--- src/source/board_pkg.sv ---
////////////////////
// Shared sizes, pad indices, engine timing, opcodes and vector types
// for the capture target pad wrapper
////////////////////

`default_nettype none

package board_pkg;

  //////////////////// Sizes
  localparam int NumPads   = 20;
  localparam int FrameBits = 24;

  // Pad indices
  localparam int TriggerPad = 15;
  localparam int SckPad     = 16;
  localparam int CsbPad     = 17;
  localparam int SdiPad     = 18;
  localparam int SdoPad     = 19;

  //////////////////// Types
  typedef logic [NumPads-1:0]   pad_vec_t;
  typedef logic [3:0]           cmd_op_t;
  typedef logic [FrameBits-1:0] frame_t;
  typedef logic [7:0]           engine_len_t;

  // Bit counter saturates one past a full frame
  localparam int FrameCntW = $clog2(FrameBits + 2);
  typedef logic [FrameCntW-1:0] frame_cnt_t;
  localparam frame_cnt_t FrameCntFull = frame_cnt_t'(FrameBits);
  localparam frame_cnt_t FrameCntMax  = frame_cnt_t'(FrameBits + 1);

  // Pads taken over by the serial port
  localparam pad_vec_t DbgPadMask = pad_vec_t'((1 << SckPad) | (1 << CsbPad) |
                                               (1 << SdiPad) | (1 << SdoPad));

  // Engine timing
  localparam engine_len_t StartDelay  = 8'd4;
  localparam engine_len_t ClearCycles = 8'd2;

  // Opcodes, anything else is ignored
  localparam cmd_op_t OpWrOut = 4'd1;
  localparam cmd_op_t OpWrOe  = 4'd2;
  localparam cmd_op_t OpWrInv = 4'd3;
  localparam cmd_op_t OpWrOd  = 4'd4;
  localparam cmd_op_t OpStart = 4'd5;

  typedef enum logic [1:0] {
    ENG_IDLE,
    ENG_ARM,
    ENG_RUN,
    ENG_CLEAR
  } eng_state_t;

endpackage

`default_nettype wire

--- src/source/pad_if.sv ---
////////////////////
// Pad bundle interface and serial debug pin interface
////////////////////

`default_nettype none

interface pad_if;
  import board_pkg::*;

  pad_vec_t out;
  pad_vec_t oe;
  pad_vec_t inv;
  pad_vec_t od;
  pad_vec_t in;

  // GPIO block, drives attributes only
  modport core (output out, oe, inv, od);
  // Overlay mux facing the GPIO block
  modport mux_side (input out, oe, inv, od);
  // Overlay mux facing the pad ring
  modport core_side (output out, oe, inv, od, input in);
  modport ring (input out, oe, inv, od, output in);
endinterface

interface dbg_if;
  logic sck;
  logic csb;
  logic sdi;
  logic sdo;

  modport host (output sck, csb, sdi, input sdo);
  modport device (input sck, csb, sdi, output sdo);
endinterface

`default_nettype wire

--- src/source/board_top.sv ---
////////////////////
// Top level of the capture target pad wrapper
////////////////////

`default_nettype none

module board_top (
  input  logic                clk_main_i,
  input  logic                rst_n_i,
  input  logic                debug_strap_i,
  input  board_pkg::pad_vec_t pad_in_i,
  output board_pkg::pad_vec_t pad_out_o,
  output board_pkg::pad_vec_t pad_oe_o
);
  import board_pkg::*;

  logic        wr;
  cmd_op_t     wr_op;
  pad_vec_t    wr_data;
  logic        start;
  engine_len_t start_len;
  logic        busy;
  logic        tmr_load;
  engine_len_t tmr_value;
  logic        tmr_expired;

  pad_if u_core_pads ();
  pad_if u_ring_pads ();
  dbg_if u_dbg ();

  //////////////////// Pads
  pad_attr_ring u_pad_attr_ring (
    .core      (u_ring_pads),
    .pad_in_i  (pad_in_i),
    .pad_out_o (pad_out_o),
    .pad_oe_o  (pad_oe_o)
  );

  debug_overlay_mux u_debug_overlay_mux (
    .debug_strap_i (debug_strap_i),
    .core          (u_core_pads),
    .ring          (u_ring_pads),
    .dbg           (u_dbg)
  );

  //////////////////// Core
  serial_cmd_port u_serial_cmd_port (
    .clk_main_i  (clk_main_i),
    .rst_n_i     (rst_n_i),
    .dbg         (u_dbg),
    .wr_o        (wr),
    .wr_op_o     (wr_op),
    .wr_data_o   (wr_data),
    .start_o     (start),
    .start_len_o (start_len),
    .busy_i      (busy)
  );

  gpio_core u_gpio_core (
    .clk_main_i (clk_main_i),
    .rst_n_i    (rst_n_i),
    .wr_i       (wr),
    .wr_op_i    (wr_op),
    .wr_data_i  (wr_data),
    .busy_i     (busy),
    .pads       (u_core_pads)
  );

  engine_ctrl_fsm u_engine_ctrl_fsm (
    .clk_main_i    (clk_main_i),
    .rst_n_i       (rst_n_i),
    .start_i       (start),
    .len_i         (start_len),
    .tmr_load_o    (tmr_load),
    .tmr_value_o   (tmr_value),
    .tmr_expired_i (tmr_expired),
    .busy_o        (busy)
  );

  cycle_timer u_cycle_timer (
    .clk_main_i (clk_main_i),
    .rst_n_i    (rst_n_i),
    .load_i     (tmr_load),
    .value_i    (tmr_value),
    .expired_o  (tmr_expired)
  );

endmodule

`default_nettype wire

--- src/source/cycle_timer.sv ---
////////////////////
// Loadable down-counter with expiry flag
////////////////////

`default_nettype none

module cycle_timer (
  input  logic                   clk_main_i,
  input  logic                   rst_n_i,
  input  logic                   load_i,
  input  board_pkg::engine_len_t value_i,
  output logic                   expired_o
);
  import board_pkg::*;

  engine_len_t cnt_q;
  // Set for one cycle after a load of zero
  logic        zero_q;

  always_ff @(posedge clk_main_i) begin
    if (!rst_n_i) begin
      cnt_q  <= '0;
      zero_q <= 1'b0;
    end else if (load_i) begin
      cnt_q  <= value_i;
      zero_q <= (value_i == '0);
    end else begin
      zero_q <= 1'b0;
      if (cnt_q != '0) begin
        cnt_q <= cnt_q - 1'b1;
      end
    end
  end

  assign expired_o = (cnt_q == engine_len_t'(1)) || zero_q;

endmodule

`default_nettype wire

--- src/source/debug_overlay_mux.sv ---
////////////////////
// Strap-selected overlay of the serial debug port on pads 16 to 19
////////////////////

`default_nettype none

module debug_overlay_mux (
  input  logic     debug_strap_i,
  pad_if.mux_side  core,
  pad_if.core_side ring,
  dbg_if.host      dbg
);
  import board_pkg::*;

  //////////////////// Pad side
  always_comb begin
    ring.out = core.out;
    ring.oe  = core.oe;
    ring.inv = core.inv;
    ring.od  = core.od;

    if (debug_strap_i) begin
      // Debug pads lose core control and plain attributes
      ring.out = core.out & ~DbgPadMask;
      ring.oe  = core.oe & ~DbgPadMask;
      ring.inv = core.inv & ~DbgPadMask;
      ring.od  = core.od & ~DbgPadMask;

      // Only sdo is driven, the others are inputs
      ring.out[SdoPad] = dbg.sdo;
      ring.oe[SdoPad]  = 1'b1;
    end
  end

  //////////////////// Serial port side
  always_comb begin
    // Idle port while the strap is low
    dbg.sck = 1'b0;
    dbg.csb = 1'b1;
    dbg.sdi = 1'b0;

    if (debug_strap_i) begin
      dbg.sck = ring.in[SckPad];
      dbg.csb = ring.in[CsbPad];
      dbg.sdi = ring.in[SdiPad];
    end
  end

endmodule

`default_nettype wire

--- src/source/engine_ctrl_fsm.sv ---
////////////////////
// Operation engine FSM, arm, run and clear phases with busy flag
////////////////////

`default_nettype none

module engine_ctrl_fsm (
  input  logic                   clk_main_i,
  input  logic                   rst_n_i,
  input  logic                   start_i,
  input  board_pkg::engine_len_t len_i,
  output logic                   tmr_load_o,
  output board_pkg::engine_len_t tmr_value_o,
  input  logic                   tmr_expired_i,
  output logic                   busy_o
);
  import board_pkg::*;

  eng_state_t  state_q;
  eng_state_t  state_d;
  engine_len_t len_q;

  always_comb begin
    state_d     = state_q;
    tmr_load_o  = 1'b0;
    tmr_value_o = StartDelay;

    unique case (state_q)
      ENG_IDLE: begin
        if (start_i) begin
          state_d    = ENG_ARM;
          tmr_load_o = 1'b1;
        end
      end
      ENG_ARM: begin
        if (tmr_expired_i) begin
          tmr_load_o = 1'b1;
          if (len_q == '0) begin
            // Zero length run goes straight to clearing
            state_d     = ENG_CLEAR;
            tmr_value_o = ClearCycles;
          end else begin
            state_d     = ENG_RUN;
            tmr_value_o = len_q;
          end
        end
      end
      ENG_RUN: begin
        if (tmr_expired_i) begin
          state_d     = ENG_CLEAR;
          tmr_load_o  = 1'b1;
          tmr_value_o = ClearCycles;
        end
      end
      ENG_CLEAR: begin
        if (tmr_expired_i) begin
          state_d = ENG_IDLE;
        end
      end
      default: state_d = ENG_IDLE;
    endcase
  end

  always_ff @(posedge clk_main_i) begin
    if (!rst_n_i) begin
      state_q <= ENG_IDLE;
    end else begin
      state_q <= state_d;
    end
  end

  // Run length latched at start, later starts are ignored
  always_ff @(posedge clk_main_i) begin
    if ((state_q == ENG_IDLE) && start_i) begin
      len_q <= len_i;
    end
  end

  assign busy_o = (state_q == ENG_RUN) || (state_q == ENG_CLEAR);

endmodule

`default_nettype wire

--- src/source/gpio_core.sv ---
////////////////////
// GPIO out, oe, invert and open-drain registers, capture-trigger gating
////////////////////

`default_nettype none

module gpio_core (
  input  logic                clk_main_i,
  input  logic                rst_n_i,
  input  logic                wr_i,
  input  board_pkg::cmd_op_t  wr_op_i,
  input  board_pkg::pad_vec_t wr_data_i,
  input  logic                busy_i,
  pad_if.core                 pads
);
  import board_pkg::*;

  pad_vec_t out_q;
  pad_vec_t oe_q;
  pad_vec_t inv_q;
  pad_vec_t od_q;

  always_ff @(posedge clk_main_i) begin
    if (!rst_n_i) begin
      out_q <= '0;
      oe_q  <= '0;
      inv_q <= '0;
      od_q  <= '0;
    end else if (wr_i) begin
      case (wr_op_i)
        OpWrOut: out_q <= wr_data_i;
        OpWrOe:  oe_q  <= wr_data_i;
        OpWrInv: inv_q <= wr_data_i;
        OpWrOd:  od_q  <= wr_data_i;
        default: begin
        end
      endcase
    end
  end

  //////////////////// Capture trigger
  // Software trigger only reaches the pad while the engine is busy
  always_comb begin
    pads.out             = out_q;
    pads.out[TriggerPad] = out_q[TriggerPad] & busy_i;
  end

  assign pads.oe  = oe_q;
  assign pads.inv = inv_q;
  assign pads.od  = od_q;

endmodule

`default_nettype wire

--- src/source/pad_attr_ring.sv ---
////////////////////
// Pad ring, applies per-pad invert and open-drain attributes
////////////////////

`default_nettype none

module pad_attr_ring (
  pad_if.ring                  core,
  input  board_pkg::pad_vec_t  pad_in_i,
  output board_pkg::pad_vec_t  pad_out_o,
  output board_pkg::pad_vec_t  pad_oe_o
);
  import board_pkg::*;

  // Output level after inversion
  pad_vec_t out_val;

  for (genvar i = 0; i < NumPads; i++) begin : gen_pad
    assign out_val[i] = core.out[i] ^ core.inv[i];

    // Open drain only pulls low, releases the pad for a high level
    assign pad_oe_o[i] = core.od[i] ? (core.oe[i] & ~out_val[i]) : core.oe[i];

    assign pad_out_o[i] = out_val[i];

    // Input path sees the same polarity as the output path
    assign core.in[i] = pad_in_i[i] ^ core.inv[i];
  end

endmodule

`default_nettype wire

--- src/source/serial_cmd_port.sv ---
////////////////////
// Synchronous serial command port, 24-bit frames MSB first,
// issues register writes and engine starts
////////////////////

`default_nettype none

module serial_cmd_port (
  input  logic                   clk_main_i,
  input  logic                   rst_n_i,
  dbg_if.device                  dbg,
  output logic                   wr_o,
  output board_pkg::cmd_op_t     wr_op_o,
  output board_pkg::pad_vec_t    wr_data_o,
  output logic                   start_o,
  output board_pkg::engine_len_t start_len_o,
  input  logic                   busy_i
);
  import board_pkg::*;

  // Synchronized pins packed as {sck, csb, sdi}
  logic [2:0] pin_q1;
  logic [2:0] pin_q2;
  // Previous {sck, csb} for edge detection
  logic [1:0] edge_q;

  logic       sck_rise;
  logic       csb_rise;
  logic       csb_low;
  logic       sdi_s;

  frame_t     shift_q;
  frame_t     frame_q;
  frame_cnt_t cnt_q;
  cmd_op_t    frame_op;
  logic       frame_ok;

  //////////////////// Synchronizer
  always_ff @(posedge clk_main_i) begin
    if (!rst_n_i) begin
      pin_q1 <= 3'b010;
      pin_q2 <= 3'b010;
      edge_q <= 2'b01;
    end else begin
      pin_q1 <= {dbg.sck, dbg.csb, dbg.sdi};
      pin_q2 <= pin_q1;
      edge_q <= pin_q2[2:1];
    end
  end

  assign sck_rise = pin_q2[2] & ~edge_q[1];
  assign csb_rise = pin_q2[1] & ~edge_q[0];
  assign csb_low  = ~pin_q2[1];
  assign sdi_s    = pin_q2[0];

  //////////////////// Frame shifter
  always_ff @(posedge clk_main_i) begin
    if (!rst_n_i) begin
      cnt_q <= '0;
    end else if (!csb_low) begin
      cnt_q <= '0;
    end else if (sck_rise && (cnt_q != FrameCntMax)) begin
      // Sticks at max so overlong frames are rejected
      cnt_q <= cnt_q + 1'b1;
    end
  end

  always_ff @(posedge clk_main_i) begin
    if (csb_low && sck_rise) begin
      shift_q <= {shift_q[FrameBits-2:0], sdi_s};
    end
  end

  assign frame_op = shift_q[FrameBits-1 -: $bits(cmd_op_t)];
  assign frame_ok = csb_rise && (cnt_q == FrameCntFull);

  //////////////////// Commit
  always_ff @(posedge clk_main_i) begin
    if (!rst_n_i) begin
      wr_o    <= 1'b0;
      start_o <= 1'b0;
    end else begin
      wr_o    <= frame_ok && (frame_op inside {OpWrOut, OpWrOe, OpWrInv, OpWrOd});
      start_o <= frame_ok && (frame_op == OpStart);
    end
  end

  always_ff @(posedge clk_main_i) begin
    if (frame_ok) begin
      frame_q <= shift_q;
    end
  end

  assign wr_op_o     = frame_q[FrameBits-1 -: $bits(cmd_op_t)];
  assign wr_data_o   = frame_q[NumPads-1:0];
  assign start_len_o = frame_q[$bits(engine_len_t)-1:0];

  // Host polls engine status on sdo
  assign dbg.sdo = busy_i;

endmodule

`default_nettype wire
--- config.mk ---
export PLATFORM = sky130hd
export DESIGN_NAME = board_top
export DESIGN_NICKNAME = d
export VERILOG_FILES = /design/src/source/board_pkg.sv /design/src/source/pad_if.sv /design/src/source/board_top.sv /design/src/source/cycle_timer.sv /design/src/source/debug_overlay_mux.sv /design/src/source/engine_ctrl_fsm.sv /design/src/source/gpio_core.sv /design/src/source/pad_attr_ring.sv /design/src/source/serial_cmd_port.sv
export SDC_FILE = /design/constraint.sdc
export NUM_CORES = 1
export LEC_CHECK = 0
export BUFFER_PORTS_ARGS = -buffer_cell sky130_fd_sc_hd__buf_2
export CORE_MARGIN = 1.5
export CORE_UTILIZATION = 50
export DETAILED_ROUTE_END_ITERATION = 16
export PLACE_DENSITY = 0.75
export SLEW_MARGIN = 10
export SYNTH_ARGS = -nofsm -noshare
export SYNTH_HDL_FRONTEND = slang
export SYNTH_SLANG_ARGS = --single-unit
--- constraint.sdc ---
create_clock -name clk_main_i -period 3.4 [get_ports clk_main_i]
set_input_delay 0.34 -clock clk_main_i [delete_from_list [all_inputs] [get_ports clk_main_i]]
set_output_delay 0.34 -clock clk_main_i [all_outputs]
set_load 0.02 [all_outputs]
======== After elaboration in Yosys (flattened, before gate mapping) ========
Cells that the tools add are included.
Widths: inputs -> output; s select.
word-level totals
  flip-flop bits (word level) ............. 162
  memories kept ........................... 0
  output and inout bits ................... 40
  ROM bits ................................ 0
  RAM bits ................................ 0
  bits in latches ......................... 0
cells by class
  order comparisons ....................... 0
  bitwise operators ....................... 70
  $mul .................................... 0
  add/sub/neg operators ................... 2
  shift operators ......................... 0
  mux-type cells .......................... 39
  equal/unequal tests ..................... 19
  reduce and logical (&&, ||, !) cells .... 23
  divide/modulo/power cells ............... 0
operators by type and width
  cell                 number
  $mux 20              4
  $mux 8               4
  $not 1->1            24
  $and 1x1->1          23
  $mux 1               23
  $xor 1x1->1          23
  $eq 4x2->1 const B   4
  $logic_not 8->1      2
  $pmux 8 s2           1
  $eq 4x3->1 const B   3
  $reduce_and 2->1     6
  $eq 4x1->1 const B   2
  $eq 8x1->1 const B   1
  $mux 2               4
  $ne 2x2->1 const B   4
  $pmux 2 s4           1
  $reduce_bool 8->1    1
  $sub 8x1->8 const B  1
  $logic_and 1x1->1    6
  $add 5x1->5 const B  1
  $eq 5x5->1 const B   1
  $ne 5x5->1 const B   1
  $eq 2x2->1 const B   2
  $reduce_and 4->1     1
  8 further kinds      10

======== Depth between registers and ports, before layout ========
Gate-level depths: netlist of the first run.
  depth after elaboration ................. 8
  mapped depth ............................ 8

======== Modules after synthesis ========
From an unflattened synthesis of the first run, not the netlist that was laid out.
second synthesis, totals
  cells, all modules ...................... 674
  area total of the unflattened synthesis .. 7392.1 sq um
modules (own cells, without submodules)
  module             area each (sq um)  times used  cells each
  gpio_core          3079.2             1           306
  serial_cmd_port    2099.5             1           118
  debug_overlay_mux  624.3              1           84
  engine_ctrl_fsm    559.3              1           48
  cycle_timer        529.3              1           58
  pad_attr_ring      500.5              1           60

======== Worst setup path before layout of the first run ========
No wires, ideal clock.
  path type ............................... reg2reg
  start ................................... reg u_serial_cmd_port.cnt_q[0]
  end ..................................... reg u_serial_cmd_port.start_o
  period minus slack after synthesis ...... 3.528 ns
  library setup time ...................... 0.086 ns
  stages on the path, launching flop included .. 7
  data arrival time ....................... 3.443 ns
  data required time ...................... 3.314 ns
  slack ................................... -0.128 ns
  path through ............................ dfxtp_1 inv_1 ha_1 nand2_1 nor4_1 nand3b_1 nor3_1
between the ends
  longest elaborated chain between the ends .. 3
ends and longest elaborated chain
  item                                  RTL line               text
  start, declared                       serial_cmd_port.sv:34  frame_cnt_t cnt_q;
  start signal, assigned                serial_cmd_port.sv:64  cnt_q <= cnt_q + 1'b1;
  $eq 5x5->1                            serial_cmd_port.sv:75  assign frame_ok = csb_rise && (cnt_q == FrameCntFull);
  $logic_and 1x1->1                     serial_cmd_port.sv:75
  named net u_serial_cmd_port.frame_ok  serial_cmd_port.sv:36  logic frame_ok;
  $logic_and 1x1->1                     serial_cmd_port.sv:84  start_o <= frame_ok && (frame_op == OpStart);
  end signal, assigned                  serial_cmd_port.sv:84
  end, declared                         serial_cmd_port.sv:15  output logic start_o,
The timed path passes the listed nets, and every way through them passes these cells.
A chain may end at the register's enable or synchronous reset.

======== Final worst setup path of the first run ========
  start ................................... reg u_serial_cmd_port.frame_q[23]
  end ..................................... reg u_gpio_core.oe_q[6] (netlist: u_gpio_core.pads.oe[6])
between the ends
  longest elaborated chain between the ends .. 2
ends and longest elaborated chain
  item                               RTL line               text
  start, declared                    serial_cmd_port.sv:33  frame_t frame_q;
  start signal, assigned             serial_cmd_port.sv:90  frame_q <= shift_q;
  $eq 4x2->1                         gpio_core.sv:30        case (wr_op_i)
  $reduce_and 2->1 (no source line)  -
  end signal, assigned               gpio_core.sv:32        OpWrOe: oe_q <= wr_data_i;
  end, declared                      gpio_core.sv:19        pad_vec_t oe_q;
No other way between the ends.

==> run_results.csv, run 1 <==
group,metric,value,unit
synthesis,syn-num-nets,651,
finish,n_antenna_cell,0,
sta,fmax,0.415,GHz
sta,fin_ws,0.989,ns
global_route,grt_start_max_net_pins,58,
die,die_area,13500,um2
setup_path,worst-path-stages,4,
sta,finalClockSkew,0.00525,ns
setup_path,rrSetupSlack,0.99,ns
setup_path,max_stage_delay,0.94,ns
setup_path,crit_start,"u_serial_cmd_port.frame_q[23]",
setup_path,worstSetupPathType,"reg -> reg",
die,num_rows,41,
synthesis,synth.ff_latch_count,162,
setup_path,regToRegStartpoint,"u_serial_cmd_port.frame_q[23]",
finish,mostFrequentLayoutCells,"nand2_1, dfxtp_1, a21boi_0",
clocking,ctsRootBufferMaster,"clkbuf_16",
sta,setup_viol,0,
route,firstDrtPassIters,5,
route,final_antenna_net_count,0,
route,detail_route.wirelength,13300,um
sta,worst_pin_slew,1.16,ns
run_status,status,"complete, no violations",
setup_path,path_buf_inv,0,
synthesis,synth-edff-count,56,
finish,fin_util,58.3,%
clocking,ctsResizeCount,0,
die,die_w,116,um
route,via_per_inst,5.32,
setup_path,endpoint,"u_gpio_core.pads.oe[6]",
min_path,hold_path.class,"in -> reg",
route,drc_errors,0,
clocking,numClockSinks,162,
synthesis,synth_cells,618,
sta,drv_slew,0,
finish,nets,692,
setup_path,cp-end-kind,"register",
sta,setup_tns,0,ns
sta,hold_viol_final,0,
synthesis,async_flop_share,0,%
setup_path,crit_family,"simple AND/OR/NAND/NOR gates",
setup_path,r2r_cells,4,
clocking,tritoncts,"built",
pwr,power.density,580,nW/um2
clocking,clkLatencyLatePin,0.42,ns
finish,layout-drive-gt1-share,12.2,%
synthesis,synth_ff_type,"dfxtp_1",
job,maxCapViolations,0,
sta,period_minus_slack,2.41,ns
sta,min_period_over_period,70.9,%
placement,gp_congestion,0.770,
finish,final_common_cell,"nand2_1",
setup_path,start_kind,"register",
setup_path,cp_max_fo,20,
pwr,ir_drop,0.341,mV
clocking,hold_buffers,0,
die,io_pins,63,
setup_path,required,3.69,ns
placement,pre_cts_slack,1.14,ns
global_route,grt_first_pass_wirelength,21300,um
route,drt_iter0_drc,328,
die,core,12600,um2
clocking,numCtsBuffers,17,
min_path,worstHoldStart,"pad_in_i[17]",
die,die_h,116,um
sta,max_slew_margin,22.4,%
setup_path,arrival,2.70,ns
route,wire_per_inst,15.7,um
setup_path,critical_path.cell_chain,"nor3b_1, nand3b_1, nand2_1, a21boi_0",
setup_path,crit_path_top_delay_cell,"nand3b_1",
placement,place_hpwl,8550,um
synthesis,seq_area_frac_synth,59.4,%
pwr,p_leak,2.73,nW
finish,syn_to_final_growth,14.5,%
die,start_util,51.0,%
global_route,grt_pass1_vias,4341,
synthesis,syn-cell-area,6400,um2
sta,whs,0.116,ns
synthesis,syn_area_per_cell,10.4,um2
sta,grt_setup_unrepaired,"false",
route,vias,4492,
clocking,clk_pin_slew,0.06,ns
global_route,antenna_found_initial,0,
synthesis,yosys_warnings,0,
clocking,h-tree-depth,4,
global_route,overflow,0,
placement,io_buffer_count,45,
setup_path,r2r_end,"u_gpio_core.pads.oe[6]",
clocking,cts_max_path_buffers,2,
clocking,cts_setup_buffers,0,
global_route,grt_usage,20.9,%
synthesis,synth_cell_types,48,
synthesized netlist by cell type (2+ instances only):
cell | instances | area (um2)
ha_1 | 10 | 125
edfxtp_1 | 56 | 1680
nor2b_1 | 4 | 25.0
inv_1 | 11 | 41.3
buf_2 | 6 | 30.0
nor3b_1 | 5 | 37.5
a21boi_1 | 3 | 22.5
nor4_1 | 4 | 25.0
nand2b_1 | 5 | 31.3
nor4b_1 | 3 | 26.3
nand2_1 | 176 | 661
clkbuf_1 | 23 | 86.3
nand3_1 | 5 | 25.0
xnor2_1 | 11 | 96.3
xor2_1 | 18 | 158
nand4b_1 | 2 | 17.5
a22oi_1 | 2 | 15.0
and2_1 | 4 | 25.0
nor3_1 | 4 | 20.0
nor2_1 | 23 | 86.3
a21oi_1 | 9 | 45.0
a21o_1 | 3 | 22.5
a211oi_1 | 2 | 15.0
nand3b_1 | 3 | 22.5
a21boi_0 | 89 | 668
and3_1 | 4 | 25.0
dfxtp_1 | 106 | 2120
o21ai_0 | 6 | 30.0
mux2i_1 | 2 | 20.0
state kept, by name, indices dropped and copies added, names as in the netlist:
register                   flops
u_serial_cmd_port.frame_q     24
u_serial_cmd_port.shift_q     24
u_gpio_core.out_q             20
u_gpio_core.pads.inv          20
u_gpio_core.pads.od           20
u_gpio_core.pads.oe           20
u_cycle_timer.cnt_q            8
u_engine_ctrl_fsm.len_q        8
u_serial_cmd_port.cnt_q        5
u_serial_cmd_port.pin_q1       3
u_serial_cmd_port.pin_q2       3
u_engine_ctrl_fsm.state_q      2
u_serial_cmd_port.edge_q       2
u_cycle_timer.zero_q           1
u_serial_cmd_port.start_o      1
u_serial_cmd_port.wr_o         1
metrics by stage:
stage	cell area, um2	cells	total power, mW
5_1_grt	7330	844	4.42
6_report	7330	844	4.25
3_5_place_dp	6790	812	2.52
2_1_floorplan	6410	618	2.44
3_3_place_gp	6790	812	2.50
4_1_cts	7330	844	4.28
how the worst min path moves through the flow:
stage | end | slack, ns | depth (start not counted)
floorplan | u_serial_cmd_port.shift_q[0] | 0.39 | 0
global placement | u_serial_cmd_port.shift_q[0] | 0.39 | 0
detailed placement | u_serial_cmd_port.shift_q[0] | 0.39 | 0
CTS | u_serial_cmd_port.pin_q1[1] | 0.11 | 2
global route | u_serial_cmd_port.pin_q1[1] | 0.11 | 2
finish | u_serial_cmd_port.pin_q1[1] | 0.12 | 2
layer usage:
metal	track usage, %	part of all wire [%]	vias to the layer above
met3	5.40	4.2	19
li1	-	-	2175
met2	34.3	49	91
met4	8.86	1.9	0
met1	26.4	45	2207
met5	0	0	-
kinds of logic after synthesis:
family                     Yosys count  synth area share [%]
AOI/OAI and AO/OA                  126                  14.6
buffers and inverters               41                  2.64
adders and majority gates           10                  1.95
muxes                                2                 0.313
xor gates and xnor gates            29                  3.97
DFF                                162                  59.4
and+or+nand+nor                    248                  17.1
layout make-up:
class / instances / area [um2]
clock buffers: 23 / 448
clock inverters: 9 / 88.8
fillers: 998 / 5240
inverters: 11 / 41.3
multi-input cells: 415 / 2450
flip-flops and latches: 162 / 3800
well taps: 172 / 215
repair buffers: 52 / 278
where the power goes:
part / internal (mW) / leakage [nW] / switching, mW
sequential: 2.03 / 1.47 / 0.0503
combinational: 0.181 / 1.00 / 0.235
clock: 1.06 / 0.261 / 0.691
Note: power is estimated with default switching activity, not from simulation.
==> run 2, diff against run 1 <==
==> constraint.sdc (replaced) <==
create_clock -name clk_main_i -period 2.1 [get_ports clk_main_i]
set_input_delay 0.21 -clock clk_main_i [delete_from_list [all_inputs] [get_ports clk_main_i]]
set_output_delay 0.21 -clock clk_main_i [all_outputs]
set_load 0.02 [all_outputs]
==> run 2 against run 1 <==
Net effect: via count rose by 0.24%; flip-flop and latch count did not move; combinational power rose by 60%; total power rose by 63%; critical path depth rose by 2; worst hold slack got worse by 0.092 ns; critical endpoint is now pad_oe_o[19]; largest cell class unchanged; largest power group unchanged; highest routed layer unchanged.
==> run_results.csv, run 2 (synthesis results as in run 1) <==
group,metric,value,unit
run_status,status,"complete, no violations",
setup_path,required,1.89,ns
setup_path,rrSetupSlack,0.14,ns
pwr,p_clk_share,41.6,%
global_route,grt_pass1_vias,4380,
pwr,switching_share,23.6,%
die,die_area,13500,um2
finish,syn_to_final_growth,16.6,%
die,core,12600,um2
setup_path,max_stage_delay,0.40,ns
pwr,power.density,926,nW/um2
route,vias,4503,
global_route,grt_busiest_layer,"met2",
pwr,p_switching,1.63,mW
sta,period_minus_slack,2.03,ns
sta,setup_tns,0,ns
placement,place_hpwl,8860,um
job,maxCapViolations,0,
clocking,ctsRootBufferMaster,"clkbuf_16",
clocking,numCtsBuffers,17,
die,num_rows,41,
route,via_per_inst,5.25,
global_route,grt_use_met3,4.26,%
sta,max_slew_margin,58.9,%
sta,whs,0.0239,ns
setup_path,regToRegStartpoint,"u_engine_ctrl_fsm.state_q[1]",
clocking,cts_setup_buffers,0,
finish,final_area,7470,um2
finish,mostFrequentLayoutCells,"nand2_1, dfxtp_1, a21boi_0",
finish,fin_util,59.4,%
pwr,p_leak,2.81,nW
global_route,overflow,0,
setup_path,cp-end-kind,"output port",
clocking,cts_max_path_buffers,2,
setup_path,start_kind,"register",
sta,setup_viol,0,
die,die_w,116,um
setup_path,cp_max_fo,10,
global_route,use_met1,27.2,%
route,detail_route.wirelength,13200,um
pwr,ir_drop,0.603,mV
setup_path,path_buf_inv,1,
die,start_util,51.0,%
finish,nets,705,
setup_path,endpoint,"pad_oe_o[19]",
clocking,clk_pin_slew,0.06,ns
sta,min_period_over_period,96.5,%
global_route,grt_usage,20.7,%
sta,finalClockSkew,0.00865,ns
setup_path,worstSetupPathType,"reg -> out",
finish,n_antenna_cell,0,
sta,grt_setup_unrepaired,"true",
clocking,h-tree-depth,4,
global_route,grt_use_met2,33.1,%
pwr,p_total,6.92,mW
setup_path,crit_path_top_delay_cell,"dfxtp_1",
sta,fmax,0.494,GHz
finish,final_common_cell,"nand2_1",
setup_path,crit_family,"compound AO/OA/AOI/OAI gates",
sta,worst_pin_slew,0.610,ns
die,io_pins,63,
global_route,grt_start_max_net_pins,42,
pwr,intPower,5.29,mW
clocking,tritoncts,"built",
setup_path,crit_start,"u_engine_ctrl_fsm.state_q[1]",
clocking,clkLatencyLatePin,0.42,ns
placement,gp_congestion,0.791,
finish,fillCellCount,1016,
sta,hold_viol_final,0,
route,drc_errors,0,
setup_path,arrival,1.82,ns
route,drt_iter0_drc,347,
placement,post_dp_cell_area,6900,um2
route,wire_per_inst,15.4,um
route,firstDrtPassIters,6,
global_route,grt_first_pass_wirelength,21300,um
finish,reg_top3,"u_serial_cmd_port.frame_q (24), u_serial_cmd_port.shift_q (24)",
finish,layout-drive-gt1-share,15.5,%
sta,drv_slew,0,
pwr,seqPwrFrac,48.8,%
die,die_h,116,um
placement,io_buffer_count,45,
setup_path,r2r_end,"u_cycle_timer.cnt_q[2]",
min_path,hold_path.class,"in -> reg",
setup_path,critical_path.cell_chain,"ha_2, o21ai_0, o21ai_1, nand2_1, a21o_1, buf_2",
clocking,numClockSinks,162,
setup_path,r2r_cells,7,
pwr,combPwrFrac,9.6,%
setup_path,worst-path-stages,6,
route,final_antenna_net_count,0,
global_route,antenna_found_initial,0,
## run 2: routing by layer
layer | vias up | share of wire [%]
met5 | - | 0
met4 | 0 | 2.5
met3 | 29 | 4.5
met1 | 2158 | 46
li1 | 2208 | -
met2 | 108 | 47
## run 2: power groups by stage
stage                     sequential [mW]  clock, mW  combinational [mW]
after floorplan                      3.42          0               0.537
after global placement               3.43          0               0.626
after detailed placement             3.44          0               0.648
after CTS                            3.37       2.93               0.656
after global routing                 3.38       3.07               0.739
final                                3.38       2.88               0.663
## run 2: worst min path at each step
stage | start | to | slack (ns) | depth (start not counted)
after floorplan | pad_in_i[17] | u_serial_cmd_port.pin_q1[1] | 0.32 | 1
after global placement | u_serial_cmd_port.pin_q2[0] | u_serial_cmd_port.shift_q[0] | 0.39 | 0
after detailed placement | u_serial_cmd_port.pin_q1[1] | u_serial_cmd_port.pin_q2[1] | 0.40 | 1
after CTS | pad_in_i[18] | u_serial_cmd_port.pin_q1[0] | 0.007 | 2
after global routing | pad_in_i[18] | u_serial_cmd_port.pin_q1[0] | 0.03 | 2
final | pad_in_i[18] | u_serial_cmd_port.pin_q1[0] | 0.02 | 2
## run 2: layout make-up
| type | count | area (um2) | share of cell area, % |
|---|---|---|---|
| timing repair buffer | 65 | 390 | 5.23 |
| clock inverter | 8 | 48.8 | 0.653 |
| sequential | 162 | 3800 | 50.9 |
| inverter | 11 | 41.3 | 0.553 |
| multi-input combinational | 415 | 2460 | 33.0 |
| clock buffer | 24 | 508 | 6.80 |
| tap | 172 | 215 | 2.88 |
## run 2: through the flow
stage	setup slack, ns	std cells
6_report	0.0739	857
5_1_grt	-0.0494	857
4_1_cts	0.0333	857
3_3_place_gp	0.190	824
3_5_place_dp	0.123	824
2_1_floorplan	0.150	618
## run 2: repair_timing
item                                    CTS  global route
cloned                                    0             0
endpoints found under the setup margin    2             9
hold endpoints to repair                  1             0
hold buffers                              1             0
gates resized for setup                   3             3
pin swaps                                 0             0
